### src/logic/rv_pkg.sv
// rv32i subset core definitions
`default_nettype none

package rv_pkg;

	// datapath widths
	localparam int XLEN = 32;

	typedef logic [XLEN-1:0] data_t;
	typedef logic [4:0] reg_addr_t;

	// instruction memory, one word per entry
	localparam int IMEM_DEPTH = 64;
	localparam int IMEM_AW = 6;

	// data memory is indexed by byte address bits 9 to 2
	localparam int DMEM_DEPTH = 256;
	localparam int DMEM_AW = 8;

	// major opcodes, instruction bits 6:0
	typedef enum logic [6:0] {
		OP     = 7'b0110011,
		OP_IMM = 7'b0010011,
		LOAD   = 7'b0000011,
		STORE  = 7'b0100011,
		BRANCH = 7'b1100011,
		SYSTEM = 7'b1110011
	} opcode_t;

	typedef enum logic [2:0] {
		ALU_ADD,
		ALU_SUB,
		ALU_AND,
		ALU_OR,
		ALU_XOR
	} alu_op_t;

	// where an execute operand comes from
	typedef enum logic [1:0] {
		FWD_REG,
		FWD_MEM,
		FWD_WB
	} fwd_sel_t;

	localparam logic [31:0] EBREAK_INSTR = 32'h0010_0073;

	// addi x0, x0, 0
	localparam logic [31:0] NOP_INSTR = 32'h0000_0013;

endpackage

`default_nettype wire

### src/logic/fetch.sv
// instruction fetch stage
`timescale 1ns/1ps
`default_nettype none

module fetch (
	input  logic                       clk,
	input  logic                       rst_n,
	input  logic                       imem_we,
	input  logic [rv_pkg::IMEM_AW-1:0] imem_addr,
	input  logic [31:0]                imem_wdata,
	input  logic                       hold,
	input  logic                       flush,
	input  logic                       resume_flush,
	input  logic                       branch_taken,
	input  rv_pkg::data_t              branch_target,
	output rv_pkg::data_t              if_pc,
	output logic [31:0]                if_instr
);
	import rv_pkg::*;

	logic [31:0] imem [IMEM_DEPTH];
	data_t pc;
	logic [31:0] fetched;

	// program load port
	always_ff @(posedge clk) begin
		if (imem_we) begin
			imem[imem_addr] <= imem_wdata;
		end
	end

	assign fetched = imem[pc[IMEM_AW+1:2]];

	// branch redirect wins over any hold
	always_ff @(posedge clk or negedge rst_n) begin
		if (!rst_n) begin
			pc <= '0;
		end else if (branch_taken) begin
			pc <= branch_target;
		end else if (!hold) begin
			pc <= pc + data_t'(4);
		end
	end

	// if/id register
	always_ff @(posedge clk or negedge rst_n) begin
		if (!rst_n) begin
			if_instr <= NOP_INSTR;
		end else if (flush || resume_flush) begin
			if_instr <= NOP_INSTR;
		end else if (!hold) begin
			if_instr <= fetched;
		end
	end

	always_ff @(posedge clk) begin
		if (!hold) begin
			if_pc <= pc;
		end
	end

endmodule

`default_nettype wire

### config.mk
export PLATFORM = sky130hd
export DESIGN_NAME = fetch
export DESIGN_NICKNAME = d
export VERILOG_FILES = /design/src/logic/rv_pkg.sv /design/src/logic/fetch.sv
export SDC_FILE = /design/constraint.sdc
export NUM_CORES = 2
export LEC_CHECK = 0
export BUFFER_PORTS_ARGS = -buffer_cell sky130_fd_sc_hd__buf_2
export CORE_MARGIN = 1
export CORE_UTILIZATION = 53
export CTS_BUF_LIST = sky130_fd_sc_hd__clkbuf_8
export CTS_CLUSTER_DIAMETER = 200
export DETAILED_ROUTE_END_ITERATION = 6
export PLACE_DENSITY = 0.71
export SLEW_MARGIN = 20
export SYNTH_ARGS = -nofsm -noshare
export SYNTH_HDL_FRONTEND = slang
export SYNTH_SLANG_ARGS = --single-unit
export TNS_END_PERCENT = 5
### constraint.sdc
create_clock -name clk -period 2.5 [get_ports clk]
set_clock_uncertainty 0.15 [all_clocks]
set_input_delay 0.5 -clock clk [delete_from_list [all_inputs] [get_ports clk]]
set_output_delay 0.5 -clock clk [all_outputs]
set_load 0.1 [all_outputs]
# Yosys cells after proc, flatten, opt, wreduce, memory -nomap -nowiden
# Memories as Yosys holds them, arrays and structs flattened.
# Index checks and enable logic that the tools add are counted.
# totals
mem_bits_rw	2048
n_memories	1
regBits	96
word_cells	14
inputBits	77
# memory_table
name	depth	width	rd	rd_clocked_by_memory_dff	write_ports	line_no	source
imem	64	32	1	0	1	fetch.sv:21	logic [31:0] imem [IMEM_DEPTH];
# op_classes
n_mux	6
n_reduce_logical	1
add_sub_neg	1
eq_ne	2
# ops
op	n
32-bit two-way mux	4
32-bit by 3-bit adder with 32-bit output, second input constant	1
2-bit by 1-bit != test with 1-bit output, second input constant	2
1-bit two-way mux	2
1-bit logical OR	1

# Longest topological paths before layout
# logic_depth
depth_word	3
depth_mapped	10
mapped_depth_nobuf	6

# Worst setup path before layout
# OpenSTA, ideal clock, no wires.
# synth_path
kind	input to register
start	in imem_addr[3] (netlist name)
end	mem imem[48][0], enable pin
stages	4
setup_ps	461
arrival_ps	3224
path_slack_ps	-1335
cell_sequence	clkbuf_1 > nor2b_1 > nand4b_1 > nor3_1
# synth_rtl
item	line_no	source
start: declaration	fetch.sv:9	input logic [rv_pkg::IMEM_AW-1:0] imem_addr,
end: declaration	fetch.sv:21	
# No word-level cell before the write port.

# Final worst setup path
# layout_path
start	reg pc[2]
end	reg if_instr[30]
# layout_via
elab_chain_len	3
# layout_rtl
item	line_no	source
start: declaration	fetch.sv:22	data_t pc;
start signal: assignment	fetch.sv:39	pc <= branch_target;
start signal: assignment	fetch.sv:41	pc <= pc + data_t'(4);
memory 64 x 32 bit	n/a	
32-bit two-way mux	fetch.sv:51	end else if (!hold) begin
32-bit two-way mux	fetch.sv:49	end else if (flush || resume_flush) begin
end signal: assignment	fetch.sv:52	if_instr <= fetched;
end: declaration	fetch.sv:17	output logic [31:0] if_instr
# No other way between the ends. The select of a mux whose other input is x is not followed.
# A chain may end at the register's enable or synchronous reset.

==> results.toml <==
[yosys]
synthCells = 3606
yosysUniqueCellTypes = 58
synth_top_cell_area_share = 0.760
synth_async_sr_flop_share = 0.0299
synth_nets = 3684
synth_edf_count = 2080
ys_seq_area_frac = 0.780
yosys-top-cells-area = "edfxtp_1 76%, mux4_2 15%, dfrtp_1 1.9%"
synthFlopType = "edfxtp_1"
syn_area_um2 = 82200
avgSynthCellArea_um2 = 22.8
synth_top_cell_by_area = "edfxtp_1"
yosys_warnings = 0
ys_seq_elements = 2144

[critical_path]
critPathLaunchType = "flop"
crit_path_end_kind = "flop"
critPathKind = "reg2reg"
worstPathRequired_ns = 3.20
arrival_ns = 3.59
cp_max_fo = 6
r2r_cells = 9

[timing]
tightest_slew_ns = 0.855
period_needed_ns = 2.88
setup_violations = 40
fmax_mhz = 347
slew_viol_final = 0
rsz0062_at_grt = "true"
fin_crit_sh = 1.15
whs_ns = 0.102
finalWorstSetupSlack_ns = -0.381
relSlewSlack = 0.426
hold_viol = 0

[layout]
drive_gt1_frac = 0.370
syn_to_final_growth_pct = 20.4
final_nets = 4582
final_common_cell = "edfxtp_1"
layout_common_cells = "2080 x edfxtp_1, 540 x mux4_2, 370 x clkbuf_8"
n_fill_cell = 9809

[power_and_ir_drop]
seqPwrFrac = 0.523
power.total_uw = 76500
power.leakage_uw = 0.0326
clock_power_share = 0.356
p_int_uw = 58100
p_comb_frac = 0.120
vdd_ir_drop_max_uv = 607
swShare = 0.241
power.density_nw_per_um2 = 773
p_switching_uw = 18400

[grt]
grt_pass1_vias = 43700
grt_start_max_net_pins = 65
grt_usage = 0.286
grt.overflow.total = 0
antenna_found_initial = 8
grt_pass1_wl_um = 314000

[die]
die_h_um = 396
boundaryPins = 141
die_x_um = 396
core_um2 = 154000
die_area_um2 = 157000
start_util = 0.533
std_cell_rows = 144

[detailed_routing]
routed_wl_um = 223000
drtPass1Iterations = 5
drcViolationCount = 0
ant_nets = 0
vias_per_cell = 6.36
drt_iter0_drc = 5575
vias = 43300
wl_per_cell_um = 32.8

[cts]
cts_root_buf = "clkbuf_8"
cts_sinks = 2144
htree_levels = 5
cts_buffer_depth = 4
cts_buffers = 343
cts.clk_slew.worst_paths_ns = 0.06
cts_tree = "built"
clock_latency_ns = 1.04

[job]
drv_cap = 0

[placement]
place_congestion = 0.856
post-place-ws_ns = -0.755
portBuffers = 140
place_hpwl_um = 133000

[worst_hold_path]
hp-class = "in2reg"
holdPathStages = 4

[outcome]
violations = "negative setup slack"
status = "finished, violations left"
[critical path, cell delays in order (launching register included)]
cell	delay (ns)
dfrtp_4	0.43
buf_12	0.17
buf_16	0.18
buf_8	0.13
mux4_2	0.50
mux4_2	0.51
nor2_1	0.11
buf_4	0.15
a21oi_2	0.04
a221o_1	0.32
[registers in the layout, summed over array words and instances (netlist names)]
signal	flops
pc	32
if_instr	32
imem	2048
if_pc	32
[per-stage QoR]
stage,utilization,area (um^2),setup TNS [ns],instances
4_1_cts,0.641,98700,-8.48,6798
3_5_place_dp,0.588,90500,-19.29,6079
3_3_place_gp,0.588,90500,-18.79,6079
5_1_grt,0.642,99000,-12.88,6801
6_report,0.642,99000,-9.37,6803
2_1_floorplan,-,82300,-443.61,3606
[worst paths after layout]
path	to	slack, ns	from
worst max-delay path	if_instr[30]$_DFFE_PN0P_	-0.38	pc[2]$_DFFE_PN0N_
worst min-delay path	pc[30]$_DFFE_PN0N_	0.10	branch_target[30]
worst max register to register	if_instr[30]$_DFFE_PN0P_	-0.38	pc[2]$_DFFE_PN0N_
worst min register to register	if_pc[0]$_DFFE_PN_	0.31	pc[0]$_DFFE_PN0P_
max in group asynchronous	if_instr[12]$_DFFE_PN0P_	1.37	rst_n
min in group asynchronous	pc[14]$_DFFE_PN0N_	0.47	rst_n
[timing repair]
action | CTS | global route
endpoints found under the setup margin | 97 | 58
hold buffers | 104 | 0
endpoints found under the hold margin | 1640 | 0
resized for setup | 197 | 42
gates cloned | 5 | 2
setup buffers | 13 | 3
pin swaps | 19 | 14
[layout make-up]
class,instances,area [um^2],share of cell area
timing repair buffer,749,8310,0.0840
sequential,2144,64100,0.648
antenna,3,7.51,0.0000759
inverter,9,33.8,0.000341
tap,2044,2560,0.0258
clock buffer,370,5090,0.0515
clock inverter,227,1050,0.0106
multi-input combinational,1257,17800,0.180
[logic make-up (layout without fill, tap and decap cells)]
| group | after synthesis | in the layout | share of synthesized area |
|---|---|---|---|
| compound gates | 226 | 226 | 0.0189 |
| xor+xnor | 27 | 27 | 0.00288 |
| fa+ha+maj | 1 | 1 | 0.000152 |
| buf+inv | 205 | 1355 | 0.0140 |
| flops | 2144 | 2144 | 0.780 |
| mux | 691 | 691 | 0.167 |
| other cells | 0 | 3 | 0 |
| simple gates | 312 | 312 | 0.0178 |
[power groups by stage]
stage / logic, uW / clock network (uW) / registers (uW)
2_1_floorplan: 4500 / 0 / 41300
3_3_place_gp: 8360 / 0 / 40800
3_5_place_dp: 8470 / 0 / 40800
4_1_cts: 9060 / 27600 / 40000
5_1_grt: 9580 / 29100 / 40100
6_report: 9200 / 27300 / 40100
[Yosys cell counts, drive strengths merged (8+ instances only)]
cell type	instances
nor3	15
a21oi	25
clkbuf	52
a221oi	14
a22oi	34
a221o	8
nor4	18
mux2i	141
nor2b	27
a211oi	21
nor2	107
edfxtp	2080
xnor2	24
nand2	71
o22ai	13
buf	144
mux2	10
a22o	12
o21ai	59
dfrtp	61
a2111oi	9
nand3	34
mux4	540
nand2b	11
[layer usage]
metal | share of wire | track usage | vias to the layer above
li1 | - | - | 17200
met1 | 0.36 | 0.386 | 22800
met2 | 0.49 | 0.463 | 2847
met3 | 0.11 | 0.0623 | 458
met4 | 0.037 | 0.104 | 6
met5 | 0.00020 | 0 | -
(Power assumes the default switching activity.)
