### src/logic/rv_pkg.sv
// rv32i subset core definitions
`default_nettype none

package rv_pkg;

	// datapath widths
	localparam int XLEN = 32;

	typedef logic [XLEN-1:0] data_t;
	typedef logic [4:0] reg_addr_t;

	// instruction memory, one word per entry
	localparam int IMEM_DEPTH = 64;
	localparam int IMEM_AW = 6;

	// data memory is indexed by byte address bits 9 to 2
	localparam int DMEM_DEPTH = 256;
	localparam int DMEM_AW = 8;

	// major opcodes, instruction bits 6:0
	typedef enum logic [6:0] {
		OP     = 7'b0110011,
		OP_IMM = 7'b0010011,
		LOAD   = 7'b0000011,
		STORE  = 7'b0100011,
		BRANCH = 7'b1100011,
		SYSTEM = 7'b1110011
	} opcode_t;

	typedef enum logic [2:0] {
		ALU_ADD,
		ALU_SUB,
		ALU_AND,
		ALU_OR,
		ALU_XOR
	} alu_op_t;

	// where an execute operand comes from
	typedef enum logic [1:0] {
		FWD_REG,
		FWD_MEM,
		FWD_WB
	} fwd_sel_t;

	localparam logic [31:0] EBREAK_INSTR = 32'h0010_0073;

	// addi x0, x0, 0
	localparam logic [31:0] NOP_INSTR = 32'h0000_0013;

endpackage

`default_nettype wire

### src/logic/hazard_ctrl.sv
// forwarding and hazard control
`timescale 1ns/1ps
`default_nettype none

module hazard_ctrl (
	input  rv_pkg::reg_addr_t id_rs1,
	input  rv_pkg::reg_addr_t id_rs2,
	input  rv_pkg::reg_addr_t id_rd,
	input  logic              id_reg_we,
	input  logic              id_is_load,
	input  logic [31:0]       if_instr,
	input  rv_pkg::reg_addr_t ex_rd,
	input  logic              ex_reg_we,
	input  rv_pkg::reg_addr_t wb_rd,
	input  logic              wb_we,
	input  logic              branch_taken,
	output rv_pkg::fwd_sel_t  fwd_a,
	output rv_pkg::fwd_sel_t  fwd_b,
	output logic              stall_front,
	output logic              flush_front
);
	import rv_pkg::*;

	opcode_t dec_op;
	reg_addr_t dec_rs1, dec_rs2;
	logic uses_rs1, uses_rs2;
	logic rs1_hit, rs2_hit;

	// nearer producer in ex/mem wins over mem/wb
	function automatic fwd_sel_t fwd_pick(
		input reg_addr_t rs,
		input logic m_we,
		input reg_addr_t m_rd,
		input logic w_we,
		input reg_addr_t w_rd
	);
		if (rs == '0) begin
			return FWD_REG;
		end else if (m_we && m_rd == rs) begin
			return FWD_MEM;
		end else if (w_we && w_rd == rs) begin
			return FWD_WB;
		end
		return FWD_REG;
	endfunction

	assign fwd_a = fwd_pick(id_rs1, ex_reg_we, ex_rd, wb_we, wb_rd);
	assign fwd_b = fwd_pick(id_rs2, ex_reg_we, ex_rd, wb_we, wb_rd);

	// which source registers the instruction in decode reads
	assign dec_op = opcode_t'(if_instr[6:0]);
	assign dec_rs1 = if_instr[19:15];
	assign dec_rs2 = if_instr[24:20];

	always_comb begin
		uses_rs1 = 1'b0;
		uses_rs2 = 1'b0;
		case (dec_op)
			OP, STORE, BRANCH: begin
				uses_rs1 = 1'b1;
				uses_rs2 = 1'b1;
			end
			OP_IMM, LOAD: uses_rs1 = 1'b1;
			default: uses_rs2 = 1'b0;
		endcase
	end

	// load in execute feeding the instruction in decode
	assign rs1_hit = uses_rs1 && (dec_rs1 == id_rd);
	assign rs2_hit = uses_rs2 && (dec_rs2 == id_rd);
	assign stall_front = id_is_load && id_reg_we && (rs1_hit || rs2_hit);

	assign flush_front = branch_taken;

endmodule

`default_nettype wire

### config.mk
export PLATFORM = sky130hd
export DESIGN_NAME = hazard_ctrl
export DESIGN_NICKNAME = d
export VERILOG_FILES = /design/src/logic/rv_pkg.sv /design/src/logic/hazard_ctrl.sv
export SDC_FILE = /design/constraint.sdc
export NUM_CORES = 1
export LEC_CHECK = 0
export BUFFER_PORTS_ARGS = -buffer_cell sky130_fd_sc_hd__buf_2
export CAP_MARGIN = 20
export CELL_PAD_IN_SITES_DETAIL_PLACEMENT = 1
export CELL_PAD_IN_SITES_GLOBAL_PLACEMENT = 2
export CORE_ASPECT_RATIO = 2
export CORE_MARGIN = 2
export CORE_UTILIZATION = 13
export DETAILED_ROUTE_END_ITERATION = 10
export PLACE_DENSITY_LB_ADDON = 0.12
export SYNTH_ARGS = -nofsm -noshare
export SYNTH_HDL_FRONTEND = slang
export SYNTH_SLANG_ARGS = --single-unit
export TNS_END_PERCENT = 20
### constraint.sdc
create_clock -name vclk -period 2.93
set_input_delay 0.4395 -clock vclk [all_inputs]
set_output_delay 0.4395 -clock vclk [all_outputs]
set_load 0.005 [all_outputs]
### After elaboration in Yosys (flattened, before gate mapping)

Cells that the tools add are included.

* register bits after elaboration: 0
* input bits: 62
* word-level logic and storage cells: 40

* muxes and demuxes: 16
* reduce and logical (&&, ||, !) cells: 13
* equality and inequality tests: 11

Operators with widths (number)
* 5-bit equality test: 6
* 2-bit two-way mux: 8
* 7-bit by 6-bit equality test with 1-bit output (second input constant): 2
* 5-bit zero test: 2
* 1-bit logical AND: 8
* 1-bit two-way mux: 8
* 7-bit by 2-bit equality test with 1-bit output (second input constant): 1
* 7-bit by 5-bit equality test with 1-bit output (second input constant): 1
* 7-bit equality test (second input constant): 1
* 5-bit OR reduction: 1
* 3-bit OR reduction: 1
* 1-bit logical OR: 1

### Longest topological paths before layout

* depth in word-level cells: 6
* mapped depth: 4
* mapped depth without buffers: 4

### Least setup slack after synthesis

OpenSTA, ideal clock, no wires.

* path type: input -> output
* start point: input port id_rs1[1]
* end point: output port fwd_a[1]
* buffers on the path: 0
* arrival time: 1.292 ns
* setup slack: 1.199 ns
* stages on the path: 4
* data required time: 2.491 ns
* path through: or4_4 -> nor2_4 -> nor2_1 -> and4_1

* cells in the longest elaborated chain, start to end: 6

RTL lines
* from (decl): RTL line hazard_ctrl.sv:6 `input rv_pkg::reg_addr_t id_rs1,`
* 5-bit equality test: RTL line hazard_ctrl.sv:41 `end else if (w_we && w_rd == rs) begin`
* 1-bit logical AND: RTL line hazard_ctrl.sv:41
* 1-bit two-way mux: RTL line hazard_ctrl.sv:41
* 1-bit two-way mux: RTL line hazard_ctrl.sv:39 `end else if (m_we && m_rd == rs) begin`
* 1-bit two-way mux: RTL line hazard_ctrl.sv:37 `if (rs == '0) begin`
* 2-bit two-way mux *: RTL line hazard_ctrl.sv:44 `return FWD_REG;`
* to (decl): RTL line hazard_ctrl.sv:17 `output rv_pkg::fwd_sel_t fwd_a,`

Every way passes the cells marked *; elsewhere a longest branch is shown, timed or not.

### Worst setup path in the final report

* start point: input port id_rd[0]
* end point: output port stall_front

* cells in the longest elaborated chain, start to end: 4

RTL lines
* from (decl): RTL line hazard_ctrl.sv:8 `input rv_pkg::reg_addr_t id_rd,`
* 5-bit equality test, on equally long branches: RTL line hazard_ctrl.sv:69, hazard_ctrl.sv:70
* 1-bit logical AND, on equally long branches: RTL line hazard_ctrl.sv:69, hazard_ctrl.sv:70
* 1-bit logical OR *: RTL line hazard_ctrl.sv:71 `assign stall_front = id_is_load && id_reg_we && (rs1_hit || rs2_hit);`
* 1-bit logical AND *: RTL line hazard_ctrl.sv:71
* to (decl): RTL line hazard_ctrl.sv:19 `output logic stall_front,`

Marks and branches as above.

==> flow_summary.ini <==
[outcome]
outcome = finished clean

[pwr]
power_density_mw_per_mm2 = 126
p_int_mw = 0.0486
seq_power_share_pct = 0
power_mw = 0.0898
p_clk_share_pct = 0
irDropWorstVdd_mv = 0.0327
combPwrFrac_pct = 100.0
leakage_nw = 0.341
p_switching_mw = 0.0413
swShare_pct = 45.9

[floorplan]
start_util_pct = 13.5
num_io_pins = 68
fp.dieH_um = 85.0
core_area_mm2 = 0.00316
rows = 29
die_x_um = 44.5
dieArea_mm2 = 0.00378

[timing]
fin_crit_sh_pct = 73.0
maxSlewHeadroom_pct = 71.9
slew_viol_final = 0
hold_violations = 0
worst_pin_slew_ns = 0.418
fmax_ghz = 0.467
setup_viol = 0
fin_setup_tns_ns = 0
rsz0062_at_grt = no
period_minus_slack_ns = 2.14

[worst_hold_path]
hold_path.class = input pin to output port

[synthesis]
yosysSeqAreaShare_pct = 0
ys_types = 15
yosys.area.top_type = xnor2_1
synth_nets = 117
syn_area_um2 = 427
syn_inst = 55
synth_warnings = 0
synthTopCellsByArea = xnor2_1 (31%), xor2_1 (31%), or4_4 (5.3%)
avgSynthCellArea_um2 = 7.76
synth_top_area_share_pct = 30.8

[clock_tree]
cts_resized = 0
postCtsSetupBuffers = 0
ctsHoldBuffers = 0

[layout]
seq_area_um2 = 0
final_common_cell = buf_2
area_delta_synth_final_pct = 67.2
nNetsFinal = 169
multi_input_area_um2 = 419
layout.cells.non_filler = 136
drive_gt1_share_pct = 52.4
nClkBuffers = 0
layout_common_cells = buf_2 (51), xor2_1 (15), xnor2_1 (15), nand3_1 (4), nor2_1 (4)
post-route-util_pct = 22.6
fill_cells = 421
seq_cell_count = 0
n_antenna_cell = 0

[global_routing]
track_usage_pct = 10.0
grt_pass1_vias = 654
grt_pass1_wl_um = 2820
antenna_found_initial = 0
grt_start_max_net_pins = 4
overflow = 0

[worst_setup_path]
slowest_delay_ns = 0.42
critPathBufInv = 2
crit_top_cell = buf_2
critPathLaunchType = input pin
crit_fanout = 2
critPathTopFamily = simple AND/OR/NAND/NOR gates
endpoint_kind = output port
cp_slowest_cell = nor4_1
critPathCapture = stall_front
worstPathArrival_ns = 1.70
required_ns = 2.49
path_cells = buf_2, xor2_1, nor4_1, nand3_1, a221oi_1, buf_2
path_class = input pin to output port
worst-path-stages = 6
critical_path.startpoint = id_rd[0]

[placement]
numPortBuffers = 51
dp.cells = 136
hpwlAfterDp_um = 1820
place_congestion = 0.645

[routing]
drt_iter0_markers = 1
wl_um = 1870
via_count = 608
first_pass_iters = 2
wl_per_cell_um = 13.8
drtAntennaViolNets = 0
drcViolationCount = 0
viasPerCell = 4.47

[flow_run]
maxCapViolations = 0
==> kinds of logic (layout without fill, tap and decap cells) <==
| logic type | Yosys count | count (layout) | synth area share [%] |
|---|---|---|---|
| buffers and inverters | 1 | 51 | 1.76 |
| AO/OA/AOI/OAI | 1 | 1 | 2.05 |
| AND/OR/NAND/NOR | 23 | 23 | 34.6 |
| XOR/XNOR | 30 | 30 | 61.6 |
==> metal layers <==
| layer | vias up | share of wire, % | GRT usage (%) |
|---|---|---|---|
| met2 | 40 | 67 | 24.2 |
| met3 | 0 | 9.9 | 1.06 |
| met5 | - | 0 | 0 |
| met4 | 0 | 0 | 0 |
| met1 | 271 | 23 | 7.05 |
| li1 | 297 | - | - |
==> power groups by stage <==
stage	sequential [mW]	clock [mW]	combinational [mW]
4_1_cts	0	0	0.0924
3_5_place_dp	0	0	0.0921
3_3_place_gp	0	0	0.0916
6_report	0	0	0.0898
2_1_floorplan	0	0	0.0391
5_1_grt	0	0	0.101
==> area by class of cell <==
cell class,count,share of cell area [%]
multi-input combinational,54,58.8
tap,31,5.44
timing repair buffer,51,35.8
==> through the flow <==
step                      worst slack [ns]  hold slack [ns]  area (um2)
after floorplan                       1.20            0.943         427
after global placement               0.721            0.879         713
after detailed placement             0.746            0.879         713
after CTS                            0.748            0.879         713
after global routing                 0.635            0.879         713
final                                0.790            0.879         713
==> worst min path at each step <==
stage	cells past startpoint	slack, ns	to	startpoint
CTS	0	0.88	flush_front	branch_taken
global placement	0	0.88	flush_front	branch_taken
finish	0	0.88	flush_front	branch_taken
floorplan	1	0.94	stall_front	if_instr[6]
global route	0	0.88	flush_front	branch_taken
detailed placement	0	0.88	flush_front	branch_taken
==> Yosys cell counts, drive strengths merged <==
cell type	n
xnor2	15
buf	1
a221oi	1
nand3	4
nand4	3
and4	2
nor3	1
or3	1
nor2	6
nand2b	1
or4	2
xor2	15
nor4	3
Note: power is estimated with default switching activity, not from simulation.
