### src/logic/rv_pkg.sv
// rv32i subset core definitions
`default_nettype none

package rv_pkg;

	// datapath widths
	localparam int XLEN = 32;

	typedef logic [XLEN-1:0] data_t;
	typedef logic [4:0] reg_addr_t;

	// instruction memory, one word per entry
	localparam int IMEM_DEPTH = 64;
	localparam int IMEM_AW = 6;

	// data memory is indexed by byte address bits 9 to 2
	localparam int DMEM_DEPTH = 256;
	localparam int DMEM_AW = 8;

	// major opcodes, instruction bits 6:0
	typedef enum logic [6:0] {
		OP     = 7'b0110011,
		OP_IMM = 7'b0010011,
		LOAD   = 7'b0000011,
		STORE  = 7'b0100011,
		BRANCH = 7'b1100011,
		SYSTEM = 7'b1110011
	} opcode_t;

	typedef enum logic [2:0] {
		ALU_ADD,
		ALU_SUB,
		ALU_AND,
		ALU_OR,
		ALU_XOR
	} alu_op_t;

	// where an execute operand comes from
	typedef enum logic [1:0] {
		FWD_REG,
		FWD_MEM,
		FWD_WB
	} fwd_sel_t;

	localparam logic [31:0] EBREAK_INSTR = 32'h0010_0073;

	// addi x0, x0, 0
	localparam logic [31:0] NOP_INSTR = 32'h0000_0013;

endpackage

`default_nettype wire

### src/logic/decode.sv
// instruction decode stage
`timescale 1ns/1ps
`default_nettype none

module decode (
	input  logic              clk,
	input  logic              rst_n,
	input  rv_pkg::data_t     if_pc,
	input  logic [31:0]       if_instr,
	input  logic              hold,
	input  logic              flush,
	input  logic              wb_we,
	input  rv_pkg::reg_addr_t wb_rd,
	input  rv_pkg::data_t     wb_data,
	output rv_pkg::data_t     id_pc,
	output rv_pkg::data_t     id_rs1_val,
	output rv_pkg::data_t     id_rs2_val,
	output rv_pkg::data_t     id_imm,
	output rv_pkg::reg_addr_t id_rs1,
	output rv_pkg::reg_addr_t id_rs2,
	output rv_pkg::reg_addr_t id_rd,
	output rv_pkg::alu_op_t   id_alu_op,
	output logic              id_use_imm,
	output logic              id_reg_we,
	output logic              id_is_load,
	output logic              id_is_store,
	output logic              id_is_branch,
	output logic              id_branch_ne
);
	import rv_pkg::*;

	data_t regs [32];

	logic [31:0] instr;
	opcode_t opcode;
	logic [2:0] funct3;
	reg_addr_t rs1, rs2, rd;
	data_t rs1_val, rs2_val;
	data_t imm_i, imm_s, imm_b;

	data_t imm;
	alu_op_t alu_op;
	logic use_imm, reg_we, is_load, is_store, is_branch, branch_ne;

	// a stalled or flushed slot decodes as the nop
	assign instr = (hold || flush) ? NOP_INSTR : if_instr;
	assign opcode = opcode_t'(instr[6:0]);
	assign funct3 = instr[14:12];
	assign rs1 = instr[19:15];
	assign rs2 = instr[24:20];
	assign rd = instr[11:7];

	assign imm_i = {{20{instr[31]}}, instr[31:20]};
	assign imm_s = {{20{instr[31]}}, instr[31:25], instr[11:7]};
	assign imm_b = {{19{instr[31]}}, instr[31], instr[7], instr[30:25], instr[11:8], 1'b0};

	// register file, x0 is never written
	always_ff @(posedge clk) begin
		if (wb_we && wb_rd != '0) begin
			regs[wb_rd] <= wb_data;
		end
	end

	// write-through so a same-cycle writeback is seen here
	assign rs1_val = (rs1 == '0) ? '0 : (wb_we && wb_rd == rs1) ? wb_data : regs[rs1];
	assign rs2_val = (rs2 == '0) ? '0 : (wb_we && wb_rd == rs2) ? wb_data : regs[rs2];

	always_comb begin
		imm = '0;
		alu_op = ALU_ADD;
		use_imm = 1'b0;
		reg_we = 1'b0;
		is_load = 1'b0;
		is_store = 1'b0;
		is_branch = 1'b0;
		branch_ne = 1'b0;
		case (opcode)
			OP: begin
				reg_we = 1'b1;
				case (funct3)
					3'b000: alu_op = instr[30] ? ALU_SUB : ALU_ADD;
					3'b100: alu_op = ALU_XOR;
					3'b110: alu_op = ALU_OR;
					3'b111: alu_op = ALU_AND;
					default: reg_we = 1'b0;
				endcase
			end
			OP_IMM: begin
				imm = imm_i;
				use_imm = 1'b1;
				reg_we = (funct3 == 3'b000);
			end
			LOAD: begin
				imm = imm_i;
				use_imm = 1'b1;
				is_load = (funct3 == 3'b010);
				reg_we = is_load;
			end
			STORE: begin
				imm = imm_s;
				use_imm = 1'b1;
				is_store = (funct3 == 3'b010);
			end
			BRANCH: begin
				imm = imm_b;
				is_branch = (funct3[2:1] == 2'b00);
				branch_ne = funct3[0];
			end
			// ebreak and unsupported opcodes stay a bubble
			default: use_imm = 1'b0;
		endcase
		if (rd == '0) begin
			reg_we = 1'b0;
		end
	end

	// id/ex register
	always_ff @(posedge clk or negedge rst_n) begin
		if (!rst_n) begin
			id_rs1 <= '0;
			id_rs2 <= '0;
			id_rd <= '0;
			id_alu_op <= ALU_ADD;
			id_use_imm <= 1'b0;
			id_reg_we <= 1'b0;
			id_is_load <= 1'b0;
			id_is_store <= 1'b0;
			id_is_branch <= 1'b0;
			id_branch_ne <= 1'b0;
		end else begin
			id_rs1 <= rs1;
			id_rs2 <= rs2;
			id_rd <= reg_we ? rd : '0;
			id_alu_op <= alu_op;
			id_use_imm <= use_imm;
			id_reg_we <= reg_we;
			id_is_load <= is_load;
			id_is_store <= is_store;
			id_is_branch <= is_branch;
			id_branch_ne <= branch_ne;
		end
	end

	always_ff @(posedge clk) begin
		id_pc <= if_pc;
		id_rs1_val <= rs1_val;
		id_rs2_val <= rs2_val;
		id_imm <= imm;
	end

endmodule

`default_nettype wire

### config.mk
export PLATFORM = sky130hd
export DESIGN_NAME = decode
export DESIGN_NICKNAME = d
export VERILOG_FILES = /design/src/logic/rv_pkg.sv /design/src/logic/decode.sv
export SDC_FILE = /design/constraint.sdc
export NUM_CORES = 2
export LEC_CHECK = 0
export BUFFER_PORTS_ARGS = -buffer_cell sky130_fd_sc_hd__buf_4
export CELL_PAD_IN_SITES_DETAIL_PLACEMENT = 0
export CELL_PAD_IN_SITES_GLOBAL_PLACEMENT = 1
export CORE_UTILIZATION = 30
export CTS_CLUSTER_SIZE = 25
export DETAILED_ROUTE_END_ITERATION = 6
export GPL_ROUTABILITY_DRIVEN = 0
export GPL_TIMING_DRIVEN = 0
export PLACE_DENSITY_LB_ADDON = 0.3
export SYNTH_ARGS = -nofsm -noshare
export SYNTH_HDL_FRONTEND = slang
export SYNTH_SLANG_ARGS = --single-unit
### constraint.sdc
create_clock -name clk -period 3.5 [get_ports clk]
set_input_delay 0.7 -clock clk [delete_from_list [all_inputs] [get_ports clk]]
set_output_delay 0.7 -clock clk [all_outputs]
set_load 0.02 [all_outputs]
Word level (Yosys, flattened, before mapping):

Memories as Yosys holds them, arrays and structs flattened. A register that Yosys moved wholly into a read port is not among the register bits.
Cells that the tools add are included.

* memories kept: 1
* bits in writable memories: 1024
* bits in registers: 88
* output and inout port bits: 152

* eq/ne operators: 9
* reductions and logical operators: 11
* multiplexer cells: 16

Memories
* regs: depth 32, width 32, read ports 2, clocked after Yosys merged registers in 2, write ports 1, line decode.sv:32 `data_t regs [32];`

Operator list (count)
* $pmux 32 s3: 1
* $mux 32: 1
* $logic_not 5->1: 3
* $eq 7x6->1 const B: 2
* $pmux 3 s4: 1
* $mux 1: 10
* $eq 3x3->1 const B: 3
* $eq 7x2->1 const B: 1
* $eq 7x5->1 const B: 1
* $eq 7x7->1 const B: 1
* $mux 5: 1
* $reduce_bool 5->1: 1
* $reduce_or 4->1: 1
* $eq 3x2->1 const B: 1
* $logic_not 3->1: 1
* $mux 3: 1
* $pmux 1 s3: 1
* $reduce_or 3->1: 1
* $logic_not 2->1: 1
* $reduce_or 2->1: 1
* $logic_and 1x1->1: 1
* $logic_or 1x1->1: 1

Depth between registers and ports, before layout:

* depth after elaboration: 8
* depth in mapped cells: 11
* mapped depth without buffers: 7

Worst setup path before layout:

Ideal clock, no wire load.

* path kind: input-to-reg
* from: input port wb_rd[1]
* to: memory regs[28][0] (netlist name), enable pin
* library setup time: 0.421 ns
* setup slack: 0.080 ns
* stages: 5
* buffers on the path: 2
* arrival: 2.999 ns
* data required time: 3.079 ns
* path through: clkbuf_1 -> o31ai_1 -> or3_1 -> clkbuf_1 -> nor2_1

* word-level cells in the longest chain between the ends: 4

RTL lines
* start, declared: line decode.sv:13 `input rv_pkg::reg_addr_t wb_rd,`
* $reduce_bool 5->1: line decode.sv:59 `if (wb_we && wb_rd != '0) begin`
* $logic_and 1x1->1: line decode.sv:59
* $mux 1: line decode.sv:59
* $mux 1 (not written as such): line decode.sv:60 `regs[wb_rd] <= wb_data;`
* end, declared: line decode.sv:32

Several ways; a longest one is shown, not always the timed one.

Worst setup path after layout:

* from: input port flush
* to: register id_rs1_val[21], read port of regs

* word-level cells in the longest chain between the ends: 3

RTL lines
* start, declared: line decode.sv:11 `input logic flush,`
* $logic_or 1x1->1 (*): line decode.sv:46 `assign instr = (hold || flush) ? NOP_INSTR : if_instr;`
* $mux 32 (*): line decode.sv:46
* $logic_not 5->1: line decode.sv:65 `assign rs1_val = (rs1 == '0) ? '0 : (wb_we && wb_rd == rs1) ? wb_data : regs[rs1];`
* end, declared: line decode.sv:16 `output rv_pkg::data_t id_rs1_val,`

Mark *: on every way between the ends. The rest lies on a longest branch, timed or not.

==> results.cfg <==
[worst_setup_path]
cp_slowest_cell = buf_2
cp-end-kind = register
path_cells = buf_4 > nor2_4 > and3_1 > buf_2 > buf_2 > clkdlybuf4s15_2 > a221oi_1 > nor3_1 > o32ai_1 > o21ai_1
crit_required_ns = 4.10
crit_family = buffers and inverters
worstSetupPathType = primary input to register
crit_path_frequent_cell = buf_2
startpoint_type = primary input
crit_fanout = 10
cpPeakStageDelay_ns = 0.62
crit_buf_inv = 4
crit_arrival_ns = 4.31

[cts]
clockBufferDepth = 3
clk_latency_ns = 0.78
numCtsBuffers = 136
cts.sinks = 1157
htreeDepth = 4
root_buffer = clkbuf_16
postCtsSetupBuffers = 0
cts_tree = built
clk_pin_slew_ns = 0.06

[synth]
ys_top_cells_by_area = edfxtp_1 59%, mux2i_1 6.1%, dfxtp_1 4.2%
synth_top_area_share_pct = 58.9
ys_warn_count = 0
synth_common_cells = 1024 x edfxtp_1, 320 x mux2i_1, 221 x a21oi_1
synth-seq-cells = 1157
yosysTopAreaCell = edfxtp_1
synth_edf_count = 1024
ys.flop_type = edfxtp_1
synth.avg_cell_area_um2 = 13.4
syn_inst = 3881
netlist_area_mm2 = 0.0522
synthArstFlopShare_pct = 2.07
synth.most_common_cell = edfxtp_1
yosysSeqAreaShare_pct = 64.2
ys_types = 74

[die]
die_area_mm2 = 0.176
dieHeight_um = 419
start_util_pct = 30.3
die-width_um = 419
num_rows = 152
coreArea_mm2 = 0.172
ioPinCount = 258

[drt]
avgRoutedWirePerCell_um = 33.1
drc_errors = 0
first_iter_violations = 5995
final_antenna_net_count = 0
vias = 40300
first_pass_iters = 6
avgViaCountPerCell = 5.92
totalWireLength_mm = 225

[global_routing]
grt_pass1_wl_mm = 306
track_usage_pct = 25.0
grt_max_degree = 35
antenna_found_initial = 10
grt_pass1_vias = 39200
overflow = 0

[timing]
tightestPinTransition_ns = 1.46
worst_slack_ns = -0.209
max_clock_freq_ghz = 0.270
slew_headroom_pct = 2.91
period_needed_ns = 3.71
post-route-period-util_pct = 106
slew_viol_final = 0
skew_ns = 0.0280
setup_viol = 26
rsz0062_at_grt = false
final_hold_viol_count = 0

[cells_and_area]
nets = 4477
final_core_util_pct = 36.6
fin_area_mm2 = 0.0630
syn2layout_area_growth_pct = 20.7
final_layout_size_suffix_gt1_share_pct = 19.7
fill_cells = 16600

[flow_run]
maxCapViolations = 0

[min_path]
hp-class = primary input to register

[placed_design]
dp_hpwl_mm = 163
place_ws_ns = -1.96
io_buffers = 255
dpl_cell_area_mm2 = 0.0581

[pwr]
p_leak_nw = 21.3
powerDensity_mw_per_mm2 = 516
total_power_mw = 32.5
ir_drop_v = 0.000510

[outcome]
violations = setup timing
status = finished with violations
## kinds of logic (layout without fill, tap and decap cells)
logic type             after synthesis  after routing  share of synthesized area [%]
buffers and inverters              420            988                           3.60
other                                1             42                        0.00718
multiplexers                       483            483                           9.83
flip-flops                        1157           1157                           64.2
AND/OR/NAND/NOR                    520            520                           4.91
AO/OA/AOI/OAI                     1293           1293                           17.3
XOR/XNOR                             7              7                          0.117
## final cells by class
class / count / area [µm²] / area share, %
sequential: 1157 / 33500 / 53.2
multi-input combinational: 2335 / 17300 / 27.5
clock buffer: 185 / 3690 / 5.85
timing repair buffer: 321 / 3010 / 4.78
tap: 2310 / 2890 / 4.59
buffer: 377 / 1760 / 2.79
clock inverter: 62 / 626 / 0.993
inverter: 43 / 161 / 0.256
antenna: 10 / 25.0 / 0.0397
## registers in the layout (all words and copies together), names as in the netlist
name	flops
id_reg_we	1
id_pc	32
id_use_imm	1
id_alu_op	3
id_is_branch	1
id_imm	13
regs	1024
id_rs1_val	32
id_branch_ne	1
id_rd	5
id_is_store	1
id_rs2_val	32
id_rs1	5
id_rs2	5
id_is_load	1
## per-layer routing
layer | track usage (%) | wire, µm | vias up
met3 | 4.46 | 20600 | 485
met2 | 38.8 | 100000 | 2596
met5 | 0 | 13 | -
met4 | 14.9 | 14800 | 2
met1 | 32.5 | 89400 | 20500
li1 | - | - | 16700
## power breakdown
part | internal (mW) | switching (mW)
combinational | 0.939 | 2.21
sequential | 15.3 | 0.101
clock | 8.03 | 5.97
total | 24.2 | 8.28
## path summary, 6_finish.rpt
path	to	slack (ns)	from	cells after the start
worst max-delay path	id_rs1_val[21]	-0.21	flush	10
worst min-delay path	id_imm[5]	0.12	if_instr[25]	2
worst max register to register	id_rs2_val[0]	1.12	regs[15][0]	6
worst min register to register	id_rs1_val[16]	0.84	regs[0][16]	4
max in group asynchronous	id_use_imm	2.87	rst_n	2
min in group asynchronous	id_alu_op[0]	0.38	rst_n	2
## layout by cell type, fill, tap and decap left out, drive strengths merged, types with 6 or more instances in the layout
| cell type | Yosys | final |
|---|---|---|
| diode | 0 | 10 |
| clkinv | 1 | 43 |
| a221oi | 218 | 218 |
| buf | 176 | 461 |
| nor3 | 129 | 129 |
| a21boi | 62 | 62 |
| inv | 42 | 53 |
| xnor2 | 6 | 6 |
| nand2b | 8 | 8 |
| a22oi | 31 | 31 |
| dlygate4sd3 | 0 | 33 |
| o21ai | 254 | 254 |
| bufinv | 0 | 8 |
| and2 | 13 | 13 |
| dfxtp | 109 | 109 |
| mux2 | 155 | 155 |
| nor2b | 40 | 40 |
| o22ai | 99 | 99 |
| a41oi | 30 | 30 |
| a211o | 31 | 31 |
| edfxtp | 1024 | 1024 |
| o32ai | 32 | 32 |
| dfrtp | 24 | 24 |
| a211oi | 69 | 69 |
| mux4 | 8 | 8 |
| mux2i | 320 | 320 |
| o221ai | 62 | 62 |
| a221o | 62 | 62 |
| conb | 1 | 32 |
| a31oi | 37 | 37 |
| nor2 | 110 | 110 |
| nand2 | 107 | 107 |
| a22o | 35 | 35 |
| nand3 | 65 | 65 |
| a21oi | 222 | 222 |
| clkbuf | 201 | 387 |
| or3 | 8 | 8 |
| o211ai | 34 | 34 |
| or3b | 6 | 6 |
## through the flow
| stage | hold slack [ns] | instances | setup TNS, ns |
|---|---|---|---|
| 6_report | 0.118 | 6800 | -1.68 |
| 4_1_cts | 0.0651 | 6790 | 0 |
| 5_1_grt | 0.0875 | 6791 | 0 |
| 3_3_place_gp | 0.615 | 6477 | -1822.05 |
| 3_5_place_dp | 0.621 | 6510 | -163.71 |
| 2_1_floorplan | 0.404 | 3912 | 0 |
## what timing repair did
| item | 4_1_cts | 5_1_grt |
|---|---|---|
| resized for setup | 44 | 9 |
| setup endpoints to repair | 64 | 10 |
| hold buffers | 33 | 0 |
| endpoints found under the hold margin | 56 | 0 |
| gates cloned | 0 | 0 |
No activity file was read; power rests on OpenSTA's default activity.
