`src/logic/rv_pkg.sv`:
```
// rv32i subset core definitions
`default_nettype none

package rv_pkg;

	// datapath widths
	localparam int XLEN = 32;

	typedef logic [XLEN-1:0] data_t;
	typedef logic [4:0] reg_addr_t;

	// instruction memory, one word per entry
	localparam int IMEM_DEPTH = 64;
	localparam int IMEM_AW = 6;

	// data memory is indexed by byte address bits 9 to 2
	localparam int DMEM_DEPTH = 256;
	localparam int DMEM_AW = 8;

	// major opcodes, instruction bits 6:0
	typedef enum logic [6:0] {
		OP     = 7'b0110011,
		OP_IMM = 7'b0010011,
		LOAD   = 7'b0000011,
		STORE  = 7'b0100011,
		BRANCH = 7'b1100011,
		SYSTEM = 7'b1110011
	} opcode_t;

	typedef enum logic [2:0] {
		ALU_ADD,
		ALU_SUB,
		ALU_AND,
		ALU_OR,
		ALU_XOR
	} alu_op_t;

	// where an execute operand comes from
	typedef enum logic [1:0] {
		FWD_REG,
		FWD_MEM,
		FWD_WB
	} fwd_sel_t;

	localparam logic [31:0] EBREAK_INSTR = 32'h0010_0073;

	// addi x0, x0, 0
	localparam logic [31:0] NOP_INSTR = 32'h0000_0013;

endpackage

`default_nettype wire

```
`src/logic/debug_halt.sv`:
```
// ebreak halt control
`timescale 1ns/1ps
`default_nettype none

module debug_halt (
	input  logic        clk,
	input  logic        rst_n,
	input  logic [31:0] if_instr,
	input  logic        stall_front,
	input  logic        debug_resume,
	output logic        halt_stall,
	output logic        resume_flush,
	output logic        halted
);
	import rv_pkg::*;

	typedef enum logic [2:0] {
		HALT_IDLE,
		HALT_DRAIN_1,
		HALT_DRAIN_2,
		HALT_DRAIN_3,
		HALT_WAIT
	} halt_state_t;

	halt_state_t state, state_nxt;
	logic ebreak_seen;

	// the resume cycle still shows the old ebreak in if/id
	assign ebreak_seen = (if_instr == EBREAK_INSTR) && !stall_front && !resume_flush;

	always_ff @(posedge clk or negedge rst_n) begin
		if (!rst_n) begin
			state <= HALT_IDLE;
			resume_flush <= 1'b0;
		end else begin
			state <= state_nxt;
			resume_flush <= (state == HALT_WAIT) && debug_resume;
		end
	end

	// three cycles to drain the older instructions
	always_comb begin
		case (state)
			HALT_IDLE:    state_nxt = ebreak_seen ? HALT_DRAIN_1 : HALT_IDLE;
			HALT_DRAIN_1: state_nxt = HALT_DRAIN_2;
			HALT_DRAIN_2: state_nxt = HALT_DRAIN_3;
			HALT_DRAIN_3: state_nxt = HALT_WAIT;
			HALT_WAIT:    state_nxt = debug_resume ? HALT_IDLE : HALT_WAIT;
			default:      state_nxt = HALT_IDLE;
		endcase
	end

	// pc also holds in the resume cycle so ebreak+4 is fetched next
	assign halt_stall = (state != HALT_IDLE) || ebreak_seen || resume_flush;
	assign halted = (state == HALT_WAIT);

endmodule

`default_nettype wire

```
`config.mk`:
```
export PLATFORM = sky130hd
export DESIGN_NAME = debug_halt
export DESIGN_NICKNAME = d
export VERILOG_FILES = /design/src/logic/rv_pkg.sv /design/src/logic/debug_halt.sv
export SDC_FILE = /design/constraint.sdc
export NUM_CORES = 1
export LEC_CHECK = 0
export ABC_AREA = 1
export ABC_CLOCK_PERIOD_IN_PS = 800
export BUFFER_PORTS_ARGS = -buffer_cell sky130_fd_sc_hd__buf_2
export CELL_PAD_IN_SITES_DETAIL_PLACEMENT = 0
export CELL_PAD_IN_SITES_GLOBAL_PLACEMENT = 1
export CORE_MARGIN = 2
export CORE_UTILIZATION = 15
export DETAILED_ROUTE_END_ITERATION = 6
export PLACE_DENSITY_LB_ADDON = 0.05
export SETUP_SLACK_MARGIN = 0.4
export SLEW_MARGIN = 20
export SYNTH_ARGS = -nofsm -noshare
export SYNTH_HDL_FRONTEND = slang
export SYNTH_SLANG_ARGS = --single-unit
```
`constraint.sdc`:
```
create_clock -name clk -period 0.8 [get_ports clk]
set_input_delay 0.08 -clock clk [delete_from_list [all_inputs] [get_ports clk]]
set_output_delay 0.08 -clock clk [all_outputs]
set_load 0.01 [all_outputs]
```
Word-level counts from Yosys, hierarchy flattened. Cells that the tools add are included.

Flip-flop bits (word level): 4. Word-level logic and storage cells: 19. Output and inout port bits: 3. Input bits: 36.

Equal/unequal tests: 5. Reduce and logical (&&, ||, !) cells: 9. Multiplexer cells: 3.

Operators with widths (count): 32-bit by 21-bit == test with 1-bit output (second input constant) (1); 3-bit case mux with 5 select lines (1); 3-bit by 2-bit == test with 1-bit output (second input constant) (2); 3-bit by 1-bit == test with 1-bit output (second input constant) (1); 3-bit == test (second input constant) (1); 1-bit logical AND (3); 3-bit zero test (1); 3-bit two-way mux (1); 3-bit nonzero test (1); 1-bit zero test (2); 1-bit logical OR (2); 1-bit two-way mux (1).

Logic depth before layout (Yosys ltp). Gate-level depths: netlist of the first run.

Depth after elaboration: 5. Gate-level depth with buffers: 7. Depth with buffers taken out: 7.

Least setup slack after synthesis of the first run. No wires, ideal clock.

Path type: register -> output. From: reg resume_flush. To: out halt_stall. Cell stages (with the launch flop): 7. Buffers on the path: 0. Path slack: -0.184 ns. Arrival time: 0.904 ns. Required time: 0.720 ns. Path through: dfrtp_1 > nor2_1 > and2_0 > nand2_1 > nor2_2 > nand2_2 > nand3_1.

Word-level cells in the longest chain between the ends: 4.

Ends and longest elaborated chain: from (decl) (line debug_halt.sv:12) `output logic resume_flush,`; from (signal assigned) (line debug_halt.sv:37) `resume_flush <= (state == HALT_WAIT) && debug_resume;`; 1-bit zero test (line debug_halt.sv:29) `assign ebreak_seen = (if_instr == EBREAK_INSTR) && !stall_front && !resume_flush;`; 1-bit logical AND (line debug_halt.sv:29); 1-bit logical OR (line debug_halt.sv:54) `assign halt_stall = (state != HALT_IDLE) || ebreak_seen || resume_flush;`; 1-bit logical OR (*) (line debug_halt.sv:54); to (decl) (line debug_halt.sv:11) `output logic halt_stall,`.

Mark *: on every way between the ends. The rest lies on a longest branch, timed or not.

Final worst setup path of the first run.
From: reg state[0]. To: out halt_stall.

Word-level cells in the longest chain between the ends: 3.

Ends and longest elaborated chain: from (decl) (line debug_halt.sv:25) `halt_state_t state, state_nxt;`; from (signal assigned) (line debug_halt.sv:36) `state <= state_nxt;`; 3-bit nonzero test (line debug_halt.sv:54); 1-bit logical OR (2 in series) (line debug_halt.sv:54).

Every way passes these cells.

==> metrics.cfg, run 1 <==
[critical_path]
start_kind=flip-flop
path_max_fanout=2
worstSetupEndpointType=output port
critPathKind=reg2out
r2r_slack_ps=-410
crit_required_ps=720
worstPathArrival_ps=1180

[cts]
cts_buffer_depth=2
cts_tree=yes
cts_root_buffer=clkbuf_4
cts_buffers=3
cts.htree.levels=1
cts_sinks=4
clk_pin_slew_worst_paths_ps=40
clk_latency_ps=230

[route]
ant_nets=0
vias_per_cell=3.73
drc=0
totalWireLength_um=1010
dr_total_vias=474
dr.pass1.iters=1
drt_iter0_markers=0
wl_per_cell_um=7.91

[logic_synthesis]
ys_seq_area_frac=0.336
synth.distinct_cells=14
synth.net_count=83
ys_ff_latch=4
syn_inst=47
syn_area_sq_um=298
avgSynthCellArea_sq_um=6.34
yosysWarnings=0

[timing]
setup_violations=7
slew_viol_final=0
timing.fmax_mhz=792
worstMarginPinSlew_ps=234
maxSlewHeadroom=0.844
post-route-min-period_ps=1260
fin_skew_ps=0.145
timing.final.ws_setup_ps=-463
timing.final.crit_share=1.58
rsz0062_at_grt=true
hold_viol_final=0

[global_routing]
grt_first_pass_wirelength_um=1610
grt_antenna_before_repair=0
track_usage=0.0868
gr-total-overflow=0
grt_max_degree=5
first_global_vias=449

[die]
die_y_um=48.6
start_util=0.155
die-width_um=48.6
ios=39
coreArea_sq_mm=0.00192
rows=16
die-area_sq_mm=0.00236

[finish]
area_growth_pct=145
final_core_util=0.379
antenna_cells=0
layout-drive-gt1-share=0.660
fin_nets=138

[power]
total_power_mw=1.02
powerDensity_mw_per_mm2=1410
power_leakage_nw=0.427
ir_drop_v=0.000738

[worst_hold_path]
hold_path.class=in2reg

[run_status]
outcome=finished with violations
violations=setup timing

[job]
maxCapViolCount=0

[place]
portBuffers=38
place_congestion=0.698

Yosys cell counts:
cell / number / area share
or2_2: 1 / 0.021
nand4_2: 1 / 0.042
nand3_1: 1 / 0.017
a21oi_2: 1 / 0.029
nand4_1: 2 / 0.042
nor2_1: 20 / 0.25
inv_1: 6 / 0.076
o22ai_1: 1 / 0.021
nor3b_1: 1 / 0.025
and2_0: 1 / 0.021
dfrtp_1: 4 / 0.34
nor2_2: 1 / 0.021
nand2_2: 1 / 0.021
nand2_1: 6 / 0.076
logic make-up (layout without fill, tap and decap cells):
group	Yosys count	in the layout	share of synthesized area
AND/OR/NAND/NOR	35	35	0.538
buffers and inverters	6	59	0.0756
AO/OA/AOI/OAI	2	2	0.0504
flip-flops	4	4	0.336
cell type report:
cell class | count | area, sq um
Clock buffer | 3 | 22.5
Fill cell | 220 | 1190
Inverter | 6 | 22.5
Multi-Input combinational cell | 37 | 221
Sequential cell | 4 | 100
Tap cell | 27 | 33.8
Timing Repair Buffer | 50 | 328
per-stage QoR:
step	std cells	setup TNS, ps	hold WS, ps	setup WS [ps]	instance area (sq um)
finish	127	-2430	46.6	-463	728
detailed placement	116	-908	-111	-269	557
floorplan	47	-336	-216	-173	303
global route	127	-2810	47.2	-534	728
CTS	124	-2060	40.3	-466	686
global placement	116	-844	-112	-246	557
registers in the layout (all words and copies together), names as in the netlist:
register      cells
state             3
resume_flush      1
layer usage:
metal | track usage | vias up | wire length (um) | share of wire
met4 | 0.0667 | 0 | 12 | 0.012
met1 | 0.0897 | 191 | 362 | 0.36
li1 | - | 253 | - | -
met5 | 0 | - | 0 | 0
met2 | 0.155 | 28 | 525 | 0.52
met3 | 0.0154 | 2 | 104 | 0.10
worst paths after layout:
kind / startpoint / end / cells after the start
hold reg to reg: state[2]$_DFF_PN0_ / state[1]$_DFF_PN0_ / 2
hold / removal: debug_resume / state[2]$_DFF_PN0_ / 2
setup reg to reg: resume_flush$_DFF_PN0_ / state[0]$_DFF_PN0_ / 8
setup / recovery: state[0]$_DFF_PN0_ / halt_stall / 4
max in group asynchronous: rst_n / state[2]$_DFF_PN0_ / 2
min in group asynchronous: rst_n / state[0]$_DFF_PN0_ / 2
what timing repair did:
action,4_1_cts,5_1_grt
pin swaps,3,2
setup endpoints to repair,7,7
setup buffers,4,3
resized for setup,16,5
hold buffers,1,0
endpoints found under the hold margin,4,0
worst max-delay path, stage by stage (launching register included):
cell and delay (ps):
dfrtp_1 380, or2_4 260, nor2_2 110, nand3_2 80
buf_6 120
cells in the final DEF, fill, tap and decap left out, types with 2 or more instances in the layout:
cell	synthesis	layout
buf_2	0	35
buf_4	0	4
buf_6	0	10
clkbuf_4	0	3
dfrtp_1	4	4
inv_1	6	5
nand2_1	6	4
nand2_2	1	2
nand4_1	2	2
nor2_1	20	17
nor2_2	1	2
nor2_4	0	2
power by group:
part	internal [mW]	switching [mW]	leakage [nW]
Clock	0.167	0.0761	0.0138
Sequential	0.226	0.0173	0.0559
Combinational	0.349	0.188	0.357
Total	0.743	0.282	0.427
Note: power is estimated with default switching activity, not from simulation.
==> run 2: changes to the inputs <==
- CORE_MARGIN: 2 -> not set
- TNS_END_PERCENT: not set -> 1
==> run 2 against run 1 <==
Utilization down 3.4 points. Setup slack worse by 22 ps. Cell count down 7.1%. Critical path type unchanged. Final area down 15%. The flow still finishes with violations (setup timing). Highest routed layer is now met3. Fmax down 1.7%. Combinational power down 27%.
==> metrics.cfg, run 2 (synthesized netlist as in run 1, its figures left out) <==
[timing]
timing.final.ws_setup_ps=-485  ; -22.2 ps
fin_skew_ps=3.08  ; +2.94 ps
timing.fmax_mhz=778  ; -1.7%
tns_ps=-1270  ; +1160 ps
maxSlewHeadroom=0.883  ; +0.0396
timing.final.crit_share=1.61  ; +0.0278
setup_violations=6  ; -1
hold_viol_final=0  ; unchanged
post-route-min-period_ps=1280  ; +22.2 ps
slew_viol_final=0  ; unchanged
worstMarginPinSlew_ps=175  ; -59.4 ps
rsz0062_at_grt=true

[global_routing]
grt_first_pass_wirelength_um=1380  ; -14%
use_met1=0.0845  ; -0.00519
grt_max_degree=5  ; unchanged
first_global_vias=380  ; -15%
gr-usage-met2=0.183  ; +0.0282
grt_util_met3=0.0118  ; -0.00367
track_usage=0.0915  ; +0.00468
grt_antenna_before_repair=0  ; unchanged
gr-total-overflow=0  ; unchanged
grt_most_used_layer=met2

[die]
start_util=0.165  ; +0.0103
ios=39  ; unchanged
die_y_um=46.6  ; -4.1%
coreArea_sq_mm=0.00180  ; -6.2%
rows=15  ; -1
die-area_sq_mm=0.00217  ; -8.1%
die-width_um=46.6  ; -4.1%

[cts]
cts_sinks=4  ; unchanged
cts_tree=yes
cts_buffer_depth=2  ; unchanged
cts_buffers=3  ; unchanged
cts.htree.levels=1  ; unchanged
clk_pin_slew_worst_paths_ps=30  ; about the same
clk_latency_ps=230  ; about the same
cts_root_buffer=clkbuf_4

[job]
maxCapViolCount=0  ; unchanged

[critical_path]
rr_endpoint=state[0]$_DFF_PN0_
r2r_slack_ps=-200  ; +210 ps
r2r_cells=6  ; -2
crit_required_ps=720  ; about the same
critPathKind=reg2out
start_kind=flip-flop
worstSetupEndpointType=output port
timing.rr.start=resume_flush$_DFF_PN0_
worstPathArrival_ps=1200  ; +20 ps
path_max_fanout=2  ; unchanged

[route]
drc=0  ; unchanged
drt_iter0_markers=2  ; +2
wl_per_cell_um=7.80  ; -1.5%
dr_total_vias=442  ; -6.8%
dr.pass1.iters=2  ; +1
ant_nets=0  ; unchanged
totalWireLength_um=920  ; -8.5%
vias_per_cell=3.75  ; +0.36%

[place]
portBuffers=38  ; unchanged
place_area_sq_um=554  ; -0.45%
dp_hpwl_um=793
place_congestion=0.686  ; -1.8%
place_ws_ps=-267  ; +1.97 ps

[worst_hold_path]
min_to=state[2]$_DFF_PN0_
hold_depth=2  ; unchanged
hold_path.class=in2reg
min-delay-start=debug_resume

[power]
ir_drop_v=0.000812  ; +10%
powerDensity_mw_per_mm2=1400  ; -0.41%
power_leakage_nw=0.370  ; -13%

[finish]
finish.instance_area_sq_um=622  ; -15%
largest_reg_flops=3  ; unchanged
fillers=199  ; -9.5%
area_growth_pct=109
mostFrequentLayoutCells=buf_2, nor2_1, inv_1
final_common_cell=buf_2
antenna_cells=0  ; unchanged
final_core_util=0.345  ; -0.0338
reg_top3=state (3), resume_flush (1)
fin_nets=131  ; -5.1%
largest_register=state
layout-drive-gt1-share=0.613  ; -0.0471

[run_status]
outcome=finished with violations
violations=setup timing

[run 2: repair_timing]
item | in CTS | in global routing
resized for setup | 7 | 2
hold endpoints to repair | 4 | 0
setup endpoints to repair | 7 | 7
hold buffers | 1 | 0
setup buffers | 0 | 0
pin swaps | 0 | 1
[run 2: cell type report]
type | count | area (sq um) | share of cell area
well taps | 25 | 31.3 | 0.0503
repair buffers | 43 | 243 | 0.390
clock buffers | 3 | 22.5 | 0.0362
multi-input cells | 37 | 203 | 0.326
inverters | 6 | 22.5 | 0.0362
flip-flops and latches | 4 | 100 | 0.161
[run 2: worst max path at each step]
stage | to | slack, ps | start | cells past startpoint
after floorplan | state[0]$_DFF_PN0_ | -170 | resume_flush$_DFF_PN0_ | 6
after global routing | halt_stall | -550 | resume_flush$_DFF_PN0_ | 7
after global placement | halt_stall | -250 | state[0]$_DFF_PN0_ | 4
after CTS | halt_stall | -500 | resume_flush$_DFF_PN0_ | 7
final | halt_stall | -480 | state[0]$_DFF_PN0_ | 4
after detailed placement | halt_stall | -270 | resume_flush$_DFF_PN0_ | 7
[run 2: through the flow]
stage / power, mW / hold slack, ps / instances
final: 0.871 / 45.2 / 118
after global routing: 0.947 / 49.2 / 118
after CTS: 0.890 / 38.6 / 118
after detailed placement: 0.550 / -106 / 114
after global placement: 0.544 / -110 / 114
after floorplan: 0.364 / -216 / 47
[run 2: per-layer routing]
layer	vias to the layer above	wire, um
met4	0	0
met3	0	54
met5	-	0
met2	17	509
li1	239	-
met1	186	356
[run 2: where the power goes]
part           leakage (nW)  switching, mW  internal (mW)
sequential           0.0559        0.00883          0.226
combinational         0.300          0.159          0.235
clock                0.0138         0.0750          0.167
[run 2: critical path: stages (launching register included)]
cell	delay [ps]
dfrtp_1	360
or2_2	310
nor2_2	100
nand3_2	80
buf_6	120
